File: src/logic/dm_geometry_pkg.sv
package dm_geometry_pkg;

    // panel size
    localparam int dm_rows = 8;
    localparam int dm_cols = 8;

    // glyph numbers 0 to 15
    localparam int dm_glyph_bits = 4;

    // row counter wide enough for dm_rows
    typedef logic [$clog2(dm_rows)-1:0] row_idx_t;

    // one row of lit columns, bit 0 is column 0
    typedef logic [dm_cols-1:0] col_bits_t;

    // row lines, active low
    typedef logic [dm_rows-1:0] row_sel_t;

    typedef logic [dm_glyph_bits-1:0] glyph_t;

endpackage

File: src/logic/dm_glyph_pkg.sv
package dm_glyph_pkg;

    // glyphs at or above this number are blank
    localparam int dm_glyph_count = 12;

    // shown after reset, before any command
    localparam dm_geometry_pkg::glyph_t dm_blank_glyph = 4'd15;

    // bitmaps indexed [glyph][row]
    localparam dm_geometry_pkg::col_bits_t dm_glyph_table
        [0:dm_glyph_count-1][0:dm_geometry_pkg::dm_rows-1] = '{
        // 0 to 4, blobs growing outward
        '{8'b0000_0000, 8'b0000_0000, 8'b0001_1000, 8'b0011_1100,
          8'b0011_1100, 8'b0001_1000, 8'b0000_0000, 8'b0000_0000},
        '{8'b0000_0000, 8'b0000_0000, 8'b0011_1000, 8'b0111_1100,
          8'b0111_1100, 8'b0011_1000, 8'b0000_0000, 8'b0000_0000},
        '{8'b0000_0000, 8'b0000_0000, 8'b0011_1100, 8'b0111_1110,
          8'b0111_1110, 8'b0011_1100, 8'b0000_0000, 8'b0000_0000},
        '{8'b0000_0000, 8'b0011_1100, 8'b0111_1110, 8'b0111_1110,
          8'b0111_1110, 8'b0111_1110, 8'b0011_1100, 8'b0000_0000},
        '{8'b0011_1100, 8'b0111_1110, 8'b1111_1111, 8'b1111_1111,
          8'b1111_1111, 8'b1111_1111, 8'b0111_1110, 8'b0011_1100},
        // 5, every dot lit
        '{8'b1111_1111, 8'b1111_1111, 8'b1111_1111, 8'b1111_1111,
          8'b1111_1111, 8'b1111_1111, 8'b1111_1111, 8'b1111_1111},
        // 6 to 10, pictures
        '{8'b1100_0011, 8'b1110_0011, 8'b1111_0001, 8'b1110_0011,
          8'b1100_0111, 8'b1110_0111, 8'b1111_0111, 8'b1111_1011},
        '{8'b0000_0000, 8'b0000_0001, 8'b1000_0001, 8'b1100_0011,
          8'b1000_0011, 8'b1100_0111, 8'b1110_0111, 8'b1111_0011},
        '{8'b0000_0000, 8'b0011_1000, 8'b0100_0100, 8'b0101_1010,
          8'b0100_1010, 8'b0011_0010, 8'b1100_0100, 8'b0011_1000},
        '{8'b0000_0000, 8'b0000_0000, 8'b0110_0000, 8'b1111_1100,
          8'b0011_1111, 8'b0011_1110, 8'b0001_1100, 8'b0000_0000},
        '{8'b0000_0000, 8'b0000_0000, 8'b0001_1000, 8'b0011_1100,
          8'b0111_1110, 8'b0111_1110, 8'b0010_0100, 8'b0000_0000},
        // 11 has no art yet
        '{8'b0000_0000, 8'b0000_0000, 8'b0000_0000, 8'b0000_0000,
          8'b0000_0000, 8'b0000_0000, 8'b0000_0000, 8'b0000_0000}
    };

endpackage

File: src/logic/dm_scan_if.sv
`timescale 1ns/100ps

interface dm_scan_if;
    import dm_geometry_pkg::*;

    logic     valid;
    row_idx_t row_idx;
    glyph_t   glyph;
    logic     hot;    // red bank follows green
    logic     blank;  // both banks dark for this row

    modport scan (
        output valid,
        output row_idx,
        output glyph,
        output hot,
        output blank
    );

    modport lookup (
        input valid,
        input row_idx,
        input glyph,
        input hot,
        input blank
    );

endinterface

File: src/logic/dm_cmd_capture.sv
`timescale 1ns/100ps

module dm_cmd_capture (
    input  logic                    clk,
    input  logic                    rst,
    input  logic                    cmd_req,
    input  dm_geometry_pkg::glyph_t cmd_glyph,
    input  logic                    cmd_hot,
    input  logic                    commit,
    output logic                    cmd_ack,
    output dm_geometry_pkg::glyph_t held_glyph,
    output logic                    held_hot,
    output logic                    pending
);
    import dm_glyph_pkg::*;

    typedef enum logic [1:0] {
        s_idle,
        s_acked,
        s_release
    } state_t;

    state_t state;
    logic   accept;

    assign accept  = (state == s_idle) && cmd_req;
    assign cmd_ack = (state == s_acked);

    always_ff @(posedge clk or posedge rst)
    begin
        if (rst)
        begin
            state <= s_idle;
        end
        else
        begin
            case (state)
                s_idle:    if (cmd_req) state <= s_acked;
                s_acked:   if (!cmd_req) state <= s_release;  // ack drops here
                s_release: state <= s_idle;
                default:   state <= s_idle;
            endcase
        end
    end

    // a later command overwrites one not yet shown
    always_ff @(posedge clk or posedge rst)
    begin
        if (rst)
        begin
            held_glyph <= dm_blank_glyph;
            held_hot   <= 1'b0;
            pending    <= 1'b0;
        end
        else if (accept)
        begin
            held_glyph <= cmd_glyph;
            held_hot   <= cmd_hot;
            pending    <= 1'b1;
        end
        else if (commit)
        begin
            pending <= 1'b0;
        end
    end

endmodule

File: src/logic/dm_row_scan.sv
`timescale 1ns/100ps

module dm_row_scan (
    input  logic                    clk,
    input  logic                    rst,
    input  logic                    enable,
    input  dm_geometry_pkg::glyph_t held_glyph,
    input  logic                    held_hot,
    input  logic                    pending,
    output logic                    commit,
    dm_scan_if.scan                 slot
);
    import dm_geometry_pkg::*;
    import dm_glyph_pkg::*;

    localparam row_idx_t last_row = row_idx_t'(dm_rows - 1);

    row_idx_t row_idx;
    glyph_t   cur_glyph;
    logic     cur_hot;
    logic     started;   // low for the first cycle out of reset

    // swap glyphs only between frames
    assign commit = pending && (row_idx == last_row);

    always_ff @(posedge clk or posedge rst)
    begin
        if (rst)
        begin
            row_idx   <= '0;
            cur_glyph <= dm_blank_glyph;
            cur_hot   <= 1'b0;
            started   <= 1'b0;
        end
        else
        begin
            started <= 1'b1;
            if (row_idx == last_row)
                row_idx <= '0;
            else
                row_idx <= row_idx + row_idx_t'(1);
            if (commit)
            begin
                cur_glyph <= held_glyph;
                cur_hot   <= held_hot;
            end
        end
    end

    assign slot.valid   = started;
    assign slot.row_idx = row_idx;
    assign slot.glyph   = cur_glyph;
    assign slot.hot     = cur_hot;
    assign slot.blank   = !enable;

endmodule

File: src/logic/dm_glyph_stage.sv
`timescale 1ns/100ps

module dm_glyph_stage (
    input  logic                       clk,
    input  logic                       rst,
    dm_scan_if.lookup                  slot,
    output dm_geometry_pkg::row_sel_t  row,
    output dm_geometry_pkg::col_bits_t col_green,
    output dm_geometry_pkg::col_bits_t col_red
);
    import dm_geometry_pkg::*;
    import dm_glyph_pkg::*;

    col_bits_t glyph_bits;
    col_bits_t green_next;

    // numbers past the table are blank
    always_comb
    begin
        if (int'(slot.glyph) < dm_glyph_count)
            glyph_bits = dm_glyph_table[slot.glyph][slot.row_idx];
        else
            glyph_bits = '0;
    end

    assign green_next = slot.blank ? '0 : glyph_bits;

    // row select and columns move together
    always_ff @(posedge clk or posedge rst)
    begin
        if (rst)
        begin
            row       <= '1;
            col_green <= '0;
            col_red   <= '0;
        end
        else if (!slot.valid)
        begin
            row       <= '1;  // all rows off
            col_green <= '0;
            col_red   <= '0;
        end
        else
        begin
            row       <= ~(row_sel_t'(1) << slot.row_idx);
            col_green <= green_next;
            col_red   <= slot.hot ? green_next : '0;  // green plus red reads as hot
        end
    end

endmodule

File: src/logic/dm_matrix_top.sv
`timescale 1ns/100ps

module dm_matrix_top (
    input  logic                       clk,
    input  logic                       rst,
    input  logic                       enable,
    input  logic                       cmd_req,
    input  dm_geometry_pkg::glyph_t    cmd_glyph,
    input  logic                       cmd_hot,
    output logic                       cmd_ack,
    output dm_geometry_pkg::row_sel_t  row,
    output dm_geometry_pkg::col_bits_t col_green,
    output dm_geometry_pkg::col_bits_t col_red
);

    dm_geometry_pkg::glyph_t held_glyph;
    logic                    held_hot;
    logic                    pending;
    logic                    commit;

    dm_scan_if scan_slot ();

    dm_cmd_capture u_capture (
        .clk        (clk),
        .rst        (rst),
        .cmd_req    (cmd_req),
        .cmd_glyph  (cmd_glyph),
        .cmd_hot    (cmd_hot),
        .commit     (commit),
        .cmd_ack    (cmd_ack),
        .held_glyph (held_glyph),
        .held_hot   (held_hot),
        .pending    (pending)
    );

    dm_row_scan u_scan (
        .clk        (clk),
        .rst        (rst),
        .enable     (enable),
        .held_glyph (held_glyph),
        .held_hot   (held_hot),
        .pending    (pending),
        .commit     (commit),
        .slot       (scan_slot.scan)
    );

    dm_glyph_stage u_lookup (
        .clk        (clk),
        .rst        (rst),
        .slot       (scan_slot.lookup),
        .row        (row),
        .col_green  (col_green),
        .col_red    (col_red)
    );

endmodule

File: config.mk
export PLATFORM = sky130hd
export DESIGN_NAME = dm_matrix_top
export DESIGN_NICKNAME = d
export VERILOG_FILES = /design/src/logic/dm_geometry_pkg.sv /design/src/logic/dm_glyph_pkg.sv /design/src/logic/dm_scan_if.sv /design/src/logic/dm_cmd_capture.sv /design/src/logic/dm_row_scan.sv /design/src/logic/dm_glyph_stage.sv /design/src/logic/dm_matrix_top.sv
export SDC_FILE = /design/constraint.sdc
export NUM_CORES = 1
export LEC_CHECK = 0
export BUFFER_PORTS_ARGS = -buffer_cell sky130_fd_sc_hd__buf_2
export CORE_MARGIN = 3
export CORE_UTILIZATION = 40
export CTS_BUF_LIST = sky130_fd_sc_hd__clkbuf_4
export DETAILED_ROUTE_END_ITERATION = 12
export PLACE_DENSITY_LB_ADDON = 0.12
export RECOVER_POWER = 100
export SYNTH_ARGS = -nofsm -noshare
export SYNTH_HDL_FRONTEND = slang
export SYNTH_HIERARCHICAL = 1
export SYNTH_SLANG_ARGS = --single-unit
File: constraint.sdc
create_clock -name clk -period 2.9 [get_ports clk]
set_input_delay 0.58 -clock clk [delete_from_list [all_inputs] [get_ports clk]]
set_output_delay 0.58 -clock clk [all_outputs]
set_load 0.05 [all_outputs]
## Word level (Yosys, flattened, before mapping)

Memory sizes are Yosys's and may differ from the RTL's.
Index checks and enable logic that the tools add are counted.

| word-level totals | value |
|---|---|
| memories | 1 |
| input bits | 9 |
| ROM bits | 1024 |
| output and inout port bits | 25 |
| bits in registers | 41 |
| logic and storage cells | 46 |

Memory list:

| name | depth | width | read ports | clocked after memory_dff | write ports | line | source |
|---|---|---|---|---|---|---|---|
| (name not given) | 16 | 64 | 1 | 0 | 0 | dm_glyph_stage.sv:21 | `glyph_bits = dm_glyph_table[slot.glyph][slot.row_idx];` |

| operators by class | value |
|---|---|
| add/sub/neg operators | 1 |
| reductions and logical operators | 5 |
| equal/unequal tests | 4 |
| shift operators | 1 |
| order comparisons | 3 |
| bitwise gates (word level) | 3 |
| multiplexer cells | 17 |

Operator list:

| operator | count |
|---|---|
| $mux 64 | 2 |
| $mux 8 | 8 |
| $bmux 8 s3 | 1 |
| $not 8->8 | 1 |
| $shl 1x3->8 const A | 1 |
| $ge 5x5->1 const B | 1 |
| $not 4->5 | 1 |
| $ge 4x4->1 const B | 1 |
| $lt 4x4->1 const B | 1 |
| $mux 2 | 2 |
| $ne 2x2->1 const B | 2 |
| $not 3->4 | 1 |
| $pmux 2 s2 | 1 |
| $add 3x1->3 const B | 1 |
| $eq 3x3->1 const B | 1 |
| $mux 3 | 1 |
| $eq 2x1->1 const B | 1 |
| $logic_and 1x1->1 | 2 |
| $logic_not 2->1 | 1 |
| $mux 1 | 2 |
| $reduce_and 2->1 | 1 |
| $reduce_bool 2->1 | 1 |

## Depth between registers and ports, before layout

| depth | value |
|---|---|
| depth after elaboration | 11 |
| gate-level depth with buffers | 8 |
| depth with buffers taken out | 7 |

## By module

Netlist, hierarchy kept.

By module, submodules not included:

| module | area each (um^2) | sequential area each (um^2) | cells an instance | instances |
|---|---|---|---|---|
| dm_glyph_stage | 1626.6 | 610.6 | 182 | 1 |
| dm_row_scan | 360.3 | 230.2 | 22 | 1 |
| dm_cmd_capture | 320.3 | 205.2 | 20 | 1 |

## Worst setup path before layout

OpenSTA, ideal clock, no wires.

| timing | value |
|---|---|
| path type | register to register |
| start point | register u_scan.cur_glyph[1], in the netlist u_scan/slot.glyph[1] |
| end point | register u_lookup.col_red[4] |
| path slack | 0.864 ns |
| data required time | 2.827 ns |
| arrival time | 1.962 ns |
| setup time | 0.073 ns |
| path buffers | 0 |
| stages on the path, launching flop included | 8 |
| clock period less this slack | 2.036 ns |
| path through | dfstp_2 -> inv_1 -> ha_1 -> nor2b_1 -> o21ai_2 -> nand4_2 -> or4_4 -> a21boi_2 |

| between the ends | value |
|---|---|
| word-level cells in the longest chain between the ends | 11 |
| elaborated cells between the ends (all ways) | 12 |
| classes of those cells | 1 x order compare; 9 x mux; 1 x bitwise; 1 x memory |

Ends and longest elaborated chain:

| what | line | source |
|---|---|---|
| from (decl) | dm_row_scan.sv:19 | `glyph_t cur_glyph;` |
| from (signal assigned) | dm_row_scan.sv:31 | `cur_glyph <= dm_blank_glyph;` |
| from (signal assigned) | dm_row_scan.sv:44 | `cur_glyph <= held_glyph;` |
| $not 4->5 (not written as such) | dm_glyph_stage.sv:21 |  |
| $mem_v2 16x64 | n/a |  |
| $mux 64 (not written as such) (2 in series) | dm_glyph_stage.sv:21 |  |
| $bmux 8 s3 | dm_glyph_stage.sv:21 |  |
| $mux 8 (not written as such) (2 in series) | dm_glyph_stage.sv:21 |  |
| $mux 8 * | dm_glyph_stage.sv:20 | `if (int'(slot.glyph) < dm_glyph_count)` |
| $mux 8 * | dm_glyph_stage.sv:26 | `assign green_next = slot.blank ? '0 : glyph_bits;` |
| $mux 8 * | dm_glyph_stage.sv:47 | `col_red <= slot.hot ? green_next : '0;` |
| $mux 8 * | dm_glyph_stage.sv:37 | `else if (!slot.valid)` |
| to (signal assigned) | dm_glyph_stage.sv:47 |  |
| to (decl) | dm_glyph_stage.sv:9 | `output dm_geometry_pkg::col_bits_t col_red` |

Every way passes the cells marked *; elsewhere a longest branch is shown, timed or not. The select of a mux whose other input is x is not followed.
A chain may end at the register's enable or synchronous reset.

## Worst setup path in the final report

Ends and elaborated chain as after synthesis.

==> metrics.txt <==
status complete, no violations; Avg Inst Size Synth 10.3 um2; area share of the leading cell type in the synthesized netlist 27.1%; post-synthesis cell type count 54; endpoints failing setup 0; max-capacitance violation count 0; Post-Route WL 4920 um; DRT Pass-1 Iters 4; Post-synth top cells dfrtp_1, nand2_1, nor2_1, dfstp_2, a21oi_1; Cell Area, Synth 2310 um2; GRT Util Overall 15.8%; WP data arrival 2.65 ns; vias in the first global route 1569; post-cts resize count 0; Starting Density 41.6%; Synth area leader dfrtp_1; die span in x 81.9 um; CP endpoint kind flop; antenna cells 0; Core Area 5540 um2; area grow syn2layout 7.70%; TritonCTS buffer count 5; drt wl/cell 15.1 um; hold buffer count at CTS 0; routed vias 1763; Clock Sinks 41; share of cells above drive strength 1 19.2%; largest net degree at the start of global routing 27; sequential power share 48.5%; Vias/cell 5.39; most instantiated library cell after synthesis dfrtp_1; Setup CP Type flop to flop; postcts setup bufs 0; Yosys warnings 6; Yosys reg bits 41; initial antenna violation count 0; async set-or-reset flop fraction in the synthesized netlist 100%; Slew Viols, Final 0; drt drc 0; EDFF count, synth 0; pwr dens 577 nW/um2; CTS root buf clkbuf_4; Slew @ Worst Pin 0.842 ns; clk slew on worst S/H paths 0.12 ns; unrepaired setup endpoints after global routing false; post-route clock period utilization 81.6%; Placed Cells 319; nets@finish 274; clock network power share 19.6%; Psw 0.519 mW; Worst setup SP type flop; Std-Cell Rows 27; crit path time final 2.37 ns; DIE HEIGHT 81.9 um; CP max FO 8; setup_tns 0 ns; P_int 0.914 mW; slew margin rel. 43.8%; top cells by area, synth dfrtp_1, dfstp_2, ha_1, mux2_4, nand2_1; HPWL Detailed 3710 um; # IOs 34; ys flop type dfrtp_1; H-tree depth 2; Hold Vio Cnt, Final 0; Req. time, crit path 3.18 ns; Clk Latency, worst-skew pair 0.34 ns; remaining global-route overflow 0; IO buf count 33; fin cells 327; Sw Share 36.2%; DR iter-0 viols 212; static leakage 1.08 nW; Die Area 6710 um2; gpl congestion 0.826; antenna-violating nets left 0; Comb pwr share 31.9%; Seq/Total Area, Yosys 45.3%; global-route wire length before repair 8060 um; Fmax achieved 0.422 GHz; syn_nets 244; hold crit path type primary input to async pin; Setup Skew 0.00973 ns; clk buf depth 2; worst vdd ir 233 uV; Cells after Synth 224; CTS tree done
[cell families after synthesis]
kind of cell    count (synthesis)  synth area share [%]
other cells                     1                 0.163
mux                            14                  7.97
compound gates                 52                  15.9
simple gates                   81                  19.3
fa+ha+maj                      11                  5.97
buf+inv                        24                  5.37
flops                          41                  45.3
[layout make-up]
class                           instances  area (um2)
Fill cell                             559        3060
Multi-Input combinational cell        159        1100
Sequential cell                        41        1050
Timing Repair Buffer                   36         151
Tap cell                               72        90.1
Clock buffer                            6        45.0
Inverter                               11        41.3
Clock inverter                          2        11.3
[metrics by stage]
stage	total power, mW	area (um2)	hold WS [ns]	utilization (%)	setup WS, ns
finish	1.43	2480	0.168	44.9	0.533
global route	1.54	2480	0.180	44.9	0.315
CTS	1.47	2560	0.166	46.2	0.639
detailed placement	1.18	2500	0.496	45.2	0.676
global placement	1.18	2500	0.488	45.2	0.732
floorplan	1.08	2310	0.393	-	0.864
[critical path, stage by stage, from the launching register on]
cell      delay [ns]
dfstp_1         0.68
inv_1           0.16
ha_1            0.39
nor2b_1         0.11
o21ai_2         0.13
nand4_2         0.12
or4_1           0.60
a21boi_2        0.13
[worst paths after layout]
check,start,to,slack (ns),cells past startpoint
setup / recovery,u_scan/slot.glyph[1],u_lookup/col_red[4],0.53,7
hold / removal,rst,u_capture/held_hot,0.17,2
setup reg to reg,u_scan/slot.glyph[1],u_lookup/col_red[4],0.53,7
hold reg to reg,u_capture/held_hot,u_scan/slot.hot,0.50,1
max in group asynchronous,rst,u_lookup/col_red[1],1.98,2
min in group clk,cmd_req,u_capture/state[1],0.40,2
[per-layer routing]
layer	wire [um]	global-route usage [%]	share of wire [%]
met1	2260	22.7	46
met2	2160	22.7	44
met3	372	3.84	7.6
met4	130	6.48	2.6
met5	0	0	0
[registers in the layout, indices dropped and copies added (netlist names)]
signal / count
u_scan/slot.row_idx: 3
u_lookup/row: 8
u_scan/slot.glyph: 4
u_lookup/col_red: 8
u_lookup/col_green: 8
u_scan/slot.valid: 1
u_capture/held_hot: 1
u_capture/held_glyph: 4
u_capture/pending: 1
u_capture/state: 2
u_scan/slot.hot: 1
[placed cells by master (no fill, tap or decap), types with 4 or more instances in the layout]
cell type  count
a21oi_1       12
a31oi_1        4
buf_2          7
clkbuf_1      27
clkbuf_4       6
dfrtp_1       25
dfstp_2       15
ha_1          11
inv_1         11
mux2_1         4
mux2_2         5
nand2_1       20
nand2b_1       8
nand3_1        5
nand4_1        4
nor2_1        17
nor2b_1        8
o21ai_0        7
o22ai_1        5
[power by group through the flow]
stage / logic, mW / clock network (mW) / registers [mW]
after floorplan: 0.376 / 0 / 0.703
after detailed placement: 0.465 / 0 / 0.712
after global placement: 0.469 / 0 / 0.711
final: 0.458 / 0.281 / 0.695
after global routing: 0.507 / 0.321 / 0.708
after CTS: 0.469 / 0.298 / 0.702
No activity file was read; power rests on OpenSTA's default activity.
